### config.mk
export PLATFORM = sky130hd
export DESIGN_NAME = pool_top
export DESIGN_NICKNAME = d
export VERILOG_FILES = /design/src/hdl/pool_pkg.sv /design/src/hdl/pool_top.sv /design/src/hdl/pool_3x3_max.sv /design/src/hdl/pool_window_loader.sv /design/src/hdl/fp16_compare.sv
export SDC_FILE = /design/constraint.sdc
export NUM_CORES = 1
export LEC_CHECK = 0
export BUFFER_PORTS_ARGS = -buffer_cell sky130_fd_sc_hd__buf_2
export CAP_MARGIN = 30
export CORE_ASPECT_RATIO = 0.75
export CORE_MARGIN = 4
export CORE_UTILIZATION = 50
export CTS_BUF_LIST = sky130_fd_sc_hd__clkbuf_8
export DETAILED_ROUTE_END_ITERATION = 7
export GPL_ROUTABILITY_DRIVEN = 0
export MAX_ROUTING_LAYER = met4
export PLACE_DENSITY = 0.68
export SYNTH_ARGS = -nofsm -noshare
export SYNTH_HDL_FRONTEND = slang
export SYNTH_HIERARCHICAL = 1
export SYNTH_SLANG_ARGS = --single-unit
### constraint.sdc
create_clock -name clk -period 6.34 [get_ports clk]
set_clock_uncertainty 0.15 [all_clocks]
set_input_delay 0.317 -clock clk [delete_from_list [all_inputs] [get_ports clk]]
set_output_delay 0.317 -clock clk [all_outputs]
set_load 0.005 [all_outputs]
### src/hdl/pool_pkg.sv
package pool_pkg;

    // Pixel and window geometry
    localparam int unsigned DATA_W    = 16;               // binary16
    localparam int unsigned WIN_LEN   = 9;
    localparam int unsigned WIN_W     = DATA_W * WIN_LEN;
    localparam int unsigned WIN_CNT_W = $clog2(WIN_LEN + 1);

    // Bitonic network over the first eight pixels
    localparam int unsigned SORT_LEN  = 8;
    localparam int unsigned IDX_W     = $clog2(SORT_LEN);
    localparam int unsigned NUM_CMP   = 4;

    // Comparator latency, nd to rdy
    localparam int unsigned CMP_LAT   = 2;

    // Seven stages of issue plus wait, then one cycle into S_DONE
    localparam int unsigned POOL_LAT  = 7 * (CMP_LAT + 1) + 1;

    typedef enum logic [5:0] {
        CMP_UNORDERED = 6'b000100,
        CMP_LT        = 6'b001100,
        CMP_EQ        = 6'b010100,
        CMP_LE        = 6'b011100,
        CMP_GT        = 6'b100100,
        CMP_NE        = 6'b101100,
        CMP_GE        = 6'b110100
    } cmp_op_e;

    typedef enum logic [3:0] {
        S_IDLE = 4'd0,
        S_BT1  = 4'd1,
        S_BT2  = 4'd2,
        S_BT3  = 4'd3,
        S_BT4  = 4'd4,
        S_BT5  = 4'd5,
        S_BT6  = 4'd6,
        S_BT7  = 4'd7,   // Largest of eight against pixel 8
        S_DONE = 4'd8
    } sort_state_e;

endpackage
### src/hdl/pool_top.sv
`timescale 1ns/1ps

module pool_top (
    input  logic                        clk,
    input  logic                        rst_n,
    input  logic [pool_pkg::DATA_W-1:0] pix_data,
    input  logic                        pix_valid,
    output logic                        pix_ready,
    output logic [pool_pkg::DATA_W-1:0] pool_max,
    output logic                        pool_invalid,
    output logic                        pool_valid,
    input  logic                        pool_ready
);
    import pool_pkg::*;

    logic [WIN_W-1:0] window;
    logic             window_valid;
    logic             window_ready;

    // Fills the next window while the core sorts the current one
    pool_window_loader u_loader (
        .clk          (clk),
        .rst_n        (rst_n),
        .pix_data     (pix_data),
        .pix_valid    (pix_valid),
        .pix_ready    (pix_ready),
        .window       (window),
        .window_valid (window_valid),
        .window_ready (window_ready)
    );

    pool_3x3_max u_core (
        .clk          (clk),
        .rst_n        (rst_n),
        .window       (window),
        .window_valid (window_valid),
        .window_ready (window_ready),
        .pool_max     (pool_max),
        .pool_invalid (pool_invalid),
        .pool_valid   (pool_valid),
        .pool_ready   (pool_ready)
    );

endmodule

### src/hdl/pool_3x3_max.sv
`timescale 1ns/1ps

module pool_3x3_max (
    input  logic                        clk,
    input  logic                        rst_n,
    input  logic [pool_pkg::WIN_W-1:0]  window,
    input  logic                        window_valid,
    output logic                        window_ready,
    output logic [pool_pkg::DATA_W-1:0] pool_max,
    output logic                        pool_invalid,
    output logic                        pool_valid,
    input  logic                        pool_ready
);
    import pool_pkg::*;

    sort_state_e       state;
    logic              issued;              // Compares of this stage in flight
    logic              in_sort;

    logic [DATA_W-1:0] pix [WIN_LEN];
    logic [IDX_W-1:0]  idx [SORT_LEN];      // Permutation over pixels 0..7

    // Per-lane schedule for the current stage
    logic [IDX_W-1:0]  slot_lo [NUM_CMP];
    logic [IDX_W-1:0]  slot_hi [NUM_CMP];
    cmp_op_e           lane_op [NUM_CMP];

    logic [DATA_W-1:0] cmp_a [NUM_CMP];
    logic [DATA_W-1:0] cmp_b [NUM_CMP];
    logic [NUM_CMP-1:0] cmp_nd;
    logic [NUM_CMP-1:0] cmp_res;
    logic [NUM_CMP-1:0] cmp_inv;
    logic [NUM_CMP-1:0] cmp_rdy;

    assign window_ready = (state == S_IDLE);
    assign pool_valid   = (state == S_DONE);
    assign in_sort      = state inside {[S_BT1:S_BT7]};

    // Bitonic schedule, a true compare swaps the pair
    always_comb begin
        slot_lo = '{3'd0, 3'd2, 3'd4, 3'd6};
        slot_hi = '{3'd1, 3'd3, 3'd5, 3'd7};
        lane_op = '{CMP_GT, CMP_GT, CMP_GT, CMP_GT};
        case (state)
            S_BT1: begin
                lane_op = '{CMP_GT, CMP_LT, CMP_GT, CMP_LT};
            end
            S_BT2: begin
                slot_lo = '{3'd0, 3'd1, 3'd4, 3'd5};
                slot_hi = '{3'd2, 3'd3, 3'd6, 3'd7};
                lane_op = '{CMP_GT, CMP_GT, CMP_LT, CMP_LT};
            end
            S_BT3: begin
                lane_op = '{CMP_GT, CMP_GT, CMP_LT, CMP_LT};
            end
            S_BT4: begin
                slot_lo = '{3'd0, 3'd1, 3'd2, 3'd3};
                slot_hi = '{3'd4, 3'd5, 3'd6, 3'd7};
            end
            S_BT5: begin
                slot_lo = '{3'd0, 3'd1, 3'd4, 3'd5};
                slot_hi = '{3'd2, 3'd3, 3'd6, 3'd7};
            end
            S_BT7: begin
                slot_lo = '{3'd7, 3'd0, 3'd2, 3'd4};
            end
            default: ;  // BT6 merges neighbours ascending
        endcase
    end

    always_comb begin
        for (int l = 0; l < NUM_CMP; l++) begin
            cmp_a[l]  = pix[idx[slot_lo[l]]];
            cmp_b[l]  = pix[idx[slot_hi[l]]];
            cmp_nd[l] = in_sort && !issued && ((state != S_BT7) || (l == 0));
        end
        if (state == S_BT7)
            cmp_b[0] = pix[WIN_LEN-1];      // Ninth pixel stays out of the sort
    end

    for (genvar l = 0; l < NUM_CMP; l++) begin : g_cmp
        fp16_compare u_cmp (
            .clk     (clk),
            .rst_n   (rst_n),
            .a       (cmp_a[l]),
            .b       (cmp_b[l]),
            .op      (lane_op[l]),
            .nd      (cmp_nd[l]),
            .result  (cmp_res[l]),
            .invalid (cmp_inv[l]),
            .rdy     (cmp_rdy[l])
        );
    end

    always_ff @(posedge clk or negedge rst_n) begin
        if (!rst_n) begin
            state        <= S_IDLE;
            issued       <= 1'b0;
            pool_invalid <= 1'b0;
        end else begin
            case (state)
                S_IDLE: begin
                    if (window_valid) begin
                        state        <= S_BT1;
                        issued       <= 1'b0;
                        pool_invalid <= 1'b0;
                    end
                end
                S_DONE: begin
                    if (pool_ready)
                        state <= S_IDLE;
                end
                default: begin
                    if (!issued)
                        issued <= 1'b1;
                    if (cmp_rdy[0]) begin   // Lanes run in lockstep
                        issued <= 1'b0;
                        state  <= (state == S_BT7) ? S_DONE : sort_state_e'(state + 4'd1);
                    end
                    if (|(cmp_rdy & cmp_inv))
                        pool_invalid <= 1'b1;   // Sticky until next window
                end
            endcase
        end
    end

    always_ff @(posedge clk) begin
        if (state == S_IDLE && window_valid) begin
            for (int i = 0; i < WIN_LEN; i++)
                pix[i] <= window[i*DATA_W +: DATA_W];
            for (int i = 0; i < SORT_LEN; i++)
                idx[i] <= IDX_W'(i);
        end else if (state == S_BT7) begin
            if (cmp_rdy[0])
                pool_max <= cmp_res[0] ? cmp_a[0] : cmp_b[0];
        end else if (in_sort) begin
            for (int l = 0; l < NUM_CMP; l++) begin
                if (cmp_rdy[l] && cmp_res[l]) begin
                    idx[slot_lo[l]] <= idx[slot_hi[l]];
                    idx[slot_hi[l]] <= idx[slot_lo[l]];
                end
            end
        end
    end

    // No compare left in flight once a new window may enter
    a_ready_idle_only: assert property (@(posedge clk) disable iff (!rst_n)
        window_ready |-> !issued && (cmp_rdy == '0));

    // Result held under back-pressure
    a_max_stable: assert property (@(posedge clk) disable iff (!rst_n)
        pool_valid && !pool_ready |=> pool_valid && $stable(pool_max)
            && $stable(pool_invalid));

    a_latency: assert property (@(posedge clk) disable iff (!rst_n)
        window_valid && window_ready |-> ##POOL_LAT $rose(pool_valid));

endmodule

### src/hdl/pool_window_loader.sv
`timescale 1ns/1ps

module pool_window_loader (
    input  logic                        clk,
    input  logic                        rst_n,
    input  logic [pool_pkg::DATA_W-1:0] pix_data,
    input  logic                        pix_valid,
    output logic                        pix_ready,
    output logic [pool_pkg::WIN_W-1:0]  window,
    output logic                        window_valid,
    input  logic                        window_ready
);
    import pool_pkg::*;

    logic [WIN_CNT_W-1:0] count;   // Pixels held so far
    logic                 pix_xfer;
    logic                 win_xfer;

    // Full window blocks the pixel stream until handoff
    assign window_valid = (count == WIN_CNT_W'(WIN_LEN));
    assign pix_ready    = !window_valid;

    assign pix_xfer = pix_valid && pix_ready;
    assign win_xfer = window_valid && window_ready;

    always_ff @(posedge clk or negedge rst_n) begin
        if (!rst_n)
            count <= '0;
        else if (win_xfer)
            count <= '0;
        else if (pix_xfer)
            count <= count + 1'b1;
    end

    // First pixel ends up in the low slot after nine shifts
    always_ff @(posedge clk) begin
        if (pix_xfer)
            window <= {pix_data, window[WIN_W-1:DATA_W]};
    end

    a_count_range: assert property (@(posedge clk) disable iff (!rst_n)
        count <= WIN_CNT_W'(WIN_LEN));

    a_window_held: assert property (@(posedge clk) disable iff (!rst_n)
        window_valid && !window_ready |=> window_valid && $stable(window));

endmodule

### src/hdl/fp16_compare.sv
`timescale 1ns/1ps

module fp16_compare (
    input  logic                        clk,
    input  logic                        rst_n,
    input  logic [pool_pkg::DATA_W-1:0] a,
    input  logic [pool_pkg::DATA_W-1:0] b,
    input  pool_pkg::cmp_op_e           op,
    input  logic                        nd,
    output logic                        result,
    output logic                        invalid,
    output logic                        rdy
);
    import pool_pkg::*;

    // Stage one registers
    logic              s1_valid;
    cmp_op_e           s1_op;
    logic [DATA_W-1:0] s1_key_a;
    logic [DATA_W-1:0] s1_key_b;
    logic              s1_unord;

    logic              key_lt;
    logic              key_eq;
    logic              key_gt;
    logic              rel;

    function automatic logic is_nan(input logic [DATA_W-1:0] x);
        return (x[14:10] == 5'h1f) && (x[9:0] != 10'd0);
    endfunction

    // Maps binary16 onto an unsigned order, both zeros to one key
    function automatic logic [DATA_W-1:0] order_key(input logic [DATA_W-1:0] x);
        logic [DATA_W-1:0] key;
        if (x[14:0] == 15'd0)
            key = {1'b1, 15'd0};
        else if (x[15])
            key = {1'b0, ~x[14:0]};
        else
            key = {1'b1, x[14:0]};
        return key;
    endfunction

    always_ff @(posedge clk or negedge rst_n) begin
        if (!rst_n)
            s1_valid <= 1'b0;
        else
            s1_valid <= nd;
    end

    always_ff @(posedge clk) begin
        s1_op    <= op;
        s1_key_a <= order_key(a);
        s1_key_b <= order_key(b);
        s1_unord <= is_nan(a) || is_nan(b);
    end

    assign key_lt = s1_key_a < s1_key_b;
    assign key_eq = s1_key_a == s1_key_b;
    assign key_gt = s1_key_a > s1_key_b;

    always_comb begin
        case (s1_op)
            CMP_UNORDERED: rel = s1_unord;
            CMP_LT:        rel = !s1_unord && key_lt;
            CMP_EQ:        rel = !s1_unord && key_eq;
            CMP_LE:        rel = !s1_unord && (key_lt || key_eq);
            CMP_GT:        rel = !s1_unord && key_gt;
            CMP_NE:        rel = s1_unord || !key_eq;   // NaN is never equal
            CMP_GE:        rel = !s1_unord && (key_gt || key_eq);
            default:       rel = 1'b0;
        endcase
    end

    always_ff @(posedge clk or negedge rst_n) begin
        if (!rst_n)
            rdy <= 1'b0;
        else
            rdy <= s1_valid;
    end

    always_ff @(posedge clk) begin
        result  <= rel;
        invalid <= s1_unord;
    end

    // Fixed latency both ways
    a_nd_to_rdy: assert property (@(posedge clk) disable iff (!rst_n)
        nd |-> ##CMP_LAT rdy);
    a_rdy_from_nd: assert property (@(posedge clk) disable iff (!rst_n)
        rdy |-> $past(nd, CMP_LAT));

endmodule

==> results of run 1 <==
[critical path, delay by kind of cell (launching register included)]
kind,cells,cell delay [ns]
simple gates,7,2.20
compound gates,4,1.08
fa+ha+maj,2,0.83
buf+inv,3,0.59
flops,1,0.41
mux,1,0.28
[final timing paths]
kind                                           startpoint                           endpoint  slack [ns]  depth (start not counted)
setup reg to reg                          u_core/state[1]  u_core/g_cmp[2].u_cmp/s1_key_a[8]        0.64                         17
min in group asynchronous                           rst_n     u_core/g_cmp[0].u_cmp/s1_valid        0.66                          3
hold / removal             u_core/g_cmp[3].u_cmp/s1_valid          u_core/g_cmp[3].u_cmp/rdy        0.20                          0
hold reg to reg            u_core/g_cmp[3].u_cmp/s1_valid          u_core/g_cmp[3].u_cmp/rdy        0.20                          0
max in group asynchronous                           rst_n          u_core/g_cmp[1].u_cmp/rdy        4.87                          3
setup / recovery                          u_core/state[1]  u_core/g_cmp[2].u_cmp/s1_key_a[8]        0.64                         17
[kinds of logic after synthesis]
kind of cell / count (synthesis) / synth area share, %
simple gates: 903 / 15.5
flops: 510 / 47.4
xor+xnor: 120 / 3.67
compound gates: 353 / 8.90
buf+inv: 241 / 3.69
other cells: 2 / 0.0262
fa+ha+maj: 76 / 3.32
mux: 397 / 17.5
[layer usage]
metal / share of wire [%] / up-vias / wire [µm] / GRT usage [%]
li1: - / 9790 / - / -
met1: 41 / 10800 / 36200 / 40.5
met2: 41 / 1490 / 36300 / 39.4
met3: 14 / 281 / 12200 / 9.61
met4: 4.8 / 0 / 4220 / 12.0
met5: 0 / - / 0 / -
[Yosys cell counts, types with 43 or more instances]
cell / n
sky130_fd_sc_hd__mux2i_1: 185
sky130_fd_sc_hd__inv_1: 81
sky130_fd_sc_hd__edfxtp_1: 328
sky130_fd_sc_hd__dfxtp_1: 164
sky130_fd_sc_hd__mux2_2: 140
sky130_fd_sc_hd__ha_1: 76
sky130_fd_sc_hd__clkbuf_1: 81
sky130_fd_sc_hd__xnor2_1: 120
sky130_fd_sc_hd__nand3_1: 137
sky130_fd_sc_hd__buf_2: 48
sky130_fd_sc_hd__a21oi_1: 49
sky130_fd_sc_hd__nor2_1: 210
sky130_fd_sc_hd__a211oi_1: 43
sky130_fd_sc_hd__mux4_2: 69
sky130_fd_sc_hd__nand2_1: 350
[metrics by stage]
step	setup WS, ns	util [%]	instance area (µm²)
global placement	0.994	53.0	29800
finish	0.640	56.2	31600
detailed placement	0.821	53.2	29900
global route	0.256	56.2	31600
floorplan	1.27	-	28700
CTS	0.789	56.2	31600
[power by group through the flow]
stage               clock network (mW)  logic [mW]  registers, mW
finish                            2.63        10.6           4.83
global route                      2.88        11.2           4.89
CTS                               2.70        10.3           4.82
detailed placement                   0        10.2           4.88
global placement                     0        9.87           4.86
floorplan                            0        7.36           4.73
[registers in the layout (all words and copies together) (netlist names), 16 cells and up]
register,flops
u_core/pix,144
u_core/g_cmp.u_cmp/s1_op,24
u_core/idx,24
u_core/g_cmp.u_cmp/s1_key_a,64
u_loader/window,144
u_core/g_cmp.u_cmp/s1_key_b,64
u_core/pool_max,16
[cell type report]
cell class,instances,area [µm²]
fillers,4671,24700
multi-input cells,1867,14200
flip-flops and latches,510,13600
clock buffers,87,1200
repair buffers,137,1100
well taps,731,915
inverters,84,325
clock inverters,56,292
diodes,1,2.50
==> reports/results.ini, run 1 <==
[status]
run_status=complete, but fails checks
violations=design-rule violations

[synth]
synth_seq_cells=510
postSynthAreaPerCell_um2=11.0
synth_largest_area_cell=sky130_fd_sc_hd__edfxtp_1
seq_area_frac_synth_pct=47.4
netlist_instances=2602
synth.top_cells.by_area=sky130_fd_sc_hd__edfxtp_1 34%, sky130_fd_sc_hd__dfxtp_1 11%, sky130_fd_sc_hd__mux2i_1 6.5%, sky130_fd_sc_hd__mux2_2 5.5%, sky130_fd_sc_hd__mux4_2 5.4%
synth_top_cell_area_share_pct=34.4
yosysWarnings=6
primary_flip_flop_cell_chosen_by_synthesis_mapping=sky130_fd_sc_hd__edfxtp_1
synth_async_sr_flop_share_pct=3.53
count_of_flip_flops_with_a_built_in_enable_after_synthesis=328
post_synth_instance_area_um2=28700
yosys.cell_types.count=78

[cts]
clkSlewWorstSetupHoldPaths_ns=0.06
cts-hold-fix-buffers=20
cts_setup_buffers=0
number_of_cts_inserted_buffers=78
clk_path_buf_depth=3
cts.htree.levels=3
clk_latency_ns=0.69
tritoncts=yes
ctsRootBufferMaster=sky130_fd_sc_hd__clkbuf_8
resized_cells_post_cts=0
numClockSinks=510

[grt]
grt_start_max_net_pins=89
track_usage_pct=29.2
grt_antenna_before_repair=2
grt_first_pass_wirelength_um=134000
via_count_of_the_first_global_routing_pass=21400
overflow_left_after_global_routing=0

[layout]
synthToLayoutAreaGrowth_pct=10.3
final_layout_size_suffix_gt1_share_pct=17.8
net_count_reported_at_finish=2774
layout.cells.most_common=sky130_fd_sc_hd__nand2_1
post_layout_nonfiller_instances=3473
most-common-layout-cells=350 x sky130_fd_sc_hd__nand2_1, 328 x sky130_fd_sc_hd__edfxtp_1, 208 x sky130_fd_sc_hd__nor2_1

[sta]
finalHoldWorstSlack_ns=0.198
slew-limit-headroom_pct=28.1
hold_viol=0
worst_slew_pin_slew_ns=1.08
drv_slew=0
maxClockFrequency_mhz=175
setup_viol=0
fin_tns_setup_ns=0
period_minus_slack_ns=5.70
setup_repair_after_global_routing_missed_its_margin=no
fin_crit_sh_pct=89.9

[pwr]
power_density_nw_per_um2=570
power.share.sequential_pct=26.8
logic_pwr_share_pct=58.6
power.leakage_nw=12.4
vdd_drop_max_v=0.000379
swShare_pct=44.6
power_switching_mw=8.04
power.total_mw=18.0
clock_power_share_pct=14.6
power_report.internal_total_mw=9.98

[run]
drv_cap=0

[critical_path]
most_repeated_library_cell_on_the_critical_path=sky130_fd_sc_hd__nor2_1
max_stage_delay_ns=0.81
cp-end-kind=flop
timing_worst_setup_path_type=reg2reg
biggest_fanout_along_the_worst_timing_path=16
data_required_critical_path_ns=6.71
slowest_stage=sky130_fd_sc_hd__and3_1
worstPathCellList=inv_1 -> ha_1 -> mux2i_1 -> nor2_1 -> a21oi_1 -> ha_1 -> inv_1 -> o21ai_0 -> a221o_1 -> and3_1 -> buf_4 -> a22o_1 -> nor2_1 -> nor2_1 -> nand3_1 -> nor3_4 -> nor2_1
worst_endpoint_data_arrival_time_ns=6.07
worstSetupStartpointType=flop

[route]
detail_route.wl_per_cell_um=25.6
vias_per_cell=6.44
drcViolationCount=1
routed-via-count=22400
drtPass1Iterations=8
number_of_violations_reported_at_the_end_of_detailed_routing_iteration_0=3089
totalWireLength_um=88900
drtAntennaViolNets=0

[floorplan]
y_dimension_of_the_die_um=215
std_cell_rows=75
floorplan.initialDensity_pct=50.9
die_width_um=285
die_area_um2=61300
floorplan.io_pins=39
core_um2=56300

[placement]
post-dp-hpwl_um=59900
placed_cells=3308
numPortBuffers=38

[hold_path]
hold_wc_path_type=reg2reg

(Power assumes the default switching activity.)
==> inputs of run 2 (changes only) <==
- PLACE_DENSITY: 0.68 -> 0.7
- clock period: 6.34 -> 4.7 ns (I/O delays scaled with it)
==> reports/results.ini, run 2 (same netlist as run 1, synthesis figures left out) <==
[status]
run_status=completed

[route]
routed-via-count=23000
totalWireLength_um=90600
drcViolationCount=0
number_of_violations_reported_at_the_end_of_detailed_routing_iteration_0=3318
detail_route.wl_per_cell_um=25.4
drtPass1Iterations=6
vias_per_cell=6.46
drtAntennaViolNets=0

[cts]
cts.htree.levels=3
clk_latency_ns=0.70
number_of_cts_inserted_buffers=79
numClockSinks=510
clk_path_buf_depth=3
ctsRootBufferMaster=sky130_fd_sc_hd__clkbuf_8
clkSlewWorstSetupHoldPaths_ns=0.07
tritoncts=yes

[sta]
worst_slew_pin_slew_ns=1.11
layout_setup_ws_ns=0.109
fin_crit_sh_pct=97.7
slew-limit-headroom_pct=25.8
drv_slew=0
period_minus_slack_ns=4.59
fin_tns_setup_ns=0
finalHoldWorstSlack_ns=0.121
setup_viol=0
maxClockFrequency_mhz=218
setup_repair_after_global_routing_missed_its_margin=yes
hold_viol=0

[pwr]
power.total_mw=25.9
power_density_nw_per_um2=790
power.leakage_nw=13.0
vdd_drop_max_v=0.000542

[floorplan]
floorplan.io_pins=39
std_cell_rows=75
floorplan.initialDensity_pct=50.9
die_width_um=285
core_um2=56300
die_area_um2=61300
y_dimension_of_the_die_um=215

[grt]
grt_antenna_before_repair=1
grt_start_max_net_pins=84
track_usage_pct=29.6
overflow_left_after_global_routing=0
grt_first_pass_wirelength_um=135000
via_count_of_the_first_global_routing_pass=22400

[critical_path]
worstSetupStartpointType=flop
cp-end-kind=flop
timing_worst_setup_path_type=reg2reg
biggest_fanout_along_the_worst_timing_path=56
worst_endpoint_data_arrival_time_ns=5.00
data_required_critical_path_ns=5.11

[placement]
post-dp-hpwl_um=61400
dp_slack_ns=-0.127
numPortBuffers=38

[layout]
net_count_reported_at_finish=2866
fill_cells=4598
synthToLayoutAreaGrowth_pct=14.4
utilization_pct=58.2
final_layout_size_suffix_gt1_share_pct=21.6
reg.largest.list=u_core/pix: 144 flops, u_loader/window: 144 flops
most-common-layout-cells=348 x sky130_fd_sc_hd__nand2_1, 328 x sky130_fd_sc_hd__edfxtp_1, 205 x sky130_fd_sc_hd__nor2_1
layout.cells.most_common=sky130_fd_sc_hd__nand2_1

[hold_path]
hold_wc_path_type=in2reg

[run]
drv_cap=0

run 2: area by class of cell:
class                      instances  area (µm²)  area share, %
sequential                       510       13600           41.4
timing repair buffer             227        2030           6.18
inverter                          84         325          0.992
antenna                            1        2.50        0.00763
multi-input combinational       1868       14300           43.7
clock inverter                    58         425           1.30
tap                              731         915           2.79
clock buffer                      86        1180           3.61
run 2: metrics by stage:
stage,instances,cell area [µm²]
2_1_floorplan,2618,28800
3_3_place_gp,3388,30700
3_5_place_dp,3388,30700
4_1_cts,3557,32600
5_1_grt,3565,32800
6_report,3565,32800
run 2: repair_timing:
action                                  CTS  global route
endpoints found under the setup margin   63           100
hold endpoints to repair                 41             0
buffers inserted                          5             3
gates cloned                              0             3
hold buffers                             20             0
pin swaps                                 2             3
resized for setup                         4            22
run 2: worst max-delay path, stage by stage, from the launching register on:
cell and delay (ns):
sky130_fd_sc_hd__dfrtp_2 0.42, sky130_fd_sc_hd__inv_1 0.10, sky130_fd_sc_hd__ha_1 0.26, sky130_fd_sc_hd__mux2i_2 0.21, sky130_fd_sc_hd__nor2_2 0.07, sky130_fd_sc_hd__a21oi_2 0.18, sky130_fd_sc_hd__ha_1 0.27, sky130_fd_sc_hd__inv_1 0.19
sky130_fd_sc_hd__and4_1 0.20, sky130_fd_sc_hd__a2111o_2 0.47, sky130_fd_sc_hd__buf_12 0.21, sky130_fd_sc_hd__mux2i_1 0.23, sky130_fd_sc_hd__a22o_1 0.15, sky130_fd_sc_hd__nor2_1 0.12, sky130_fd_sc_hd__nor4_1 0.40, sky130_fd_sc_hd__nand3_1 0.26
sky130_fd_sc_hd__nor3_4 0.25, sky130_fd_sc_hd__buf_12 0.17, sky130_fd_sc_hd__nor2_1 0.07
run 2: where the power goes:
part / internal [mW] / switching, mW / total, mW
clock: 2.03 / 1.79 / 3.82
sequential: 6.00 / 0.496 / 6.50
combinational: 6.47 / 9.12 / 15.6
total: 14.5 / 11.4 / 25.9
run 2: metal layers:
metal / part of all wire (%) / vias up / GRT usage (%)
li1: - / 9970 / -
met5: 0 / - / -
met2: 40 / 1629 / 40.3
met1: 40 / 11100 / 39.4
met4: 5.1 / 0 / 12.9
met3: 15 / 347 / 11.0
run 2: final timing paths:
| kind | start | end | slack (ns) | cells past startpoint |
|---|---|---|---|---|
| worst max register to register | u_core/state[0] | u_core/g_cmp[2].u_cmp/s1_key_a[12] | 0.11 | 18 |
| min in group asynchronous | rst_n | u_core/issued | 0.56 | 3 |
| worst min register to register | u_core/g_cmp[2].u_cmp/s1_valid | u_core/g_cmp[2].u_cmp/rdy | 0.20 | 0 |
| worst max-delay path | u_core/state[0] | u_core/g_cmp[2].u_cmp/s1_key_a[12] | 0.11 | 18 |
| worst min-delay path | pix_data[1] | u_loader/window[129] | 0.12 | 2 |
| max in group asynchronous | rst_n | u_core/state[0] | 3.29 | 3 |
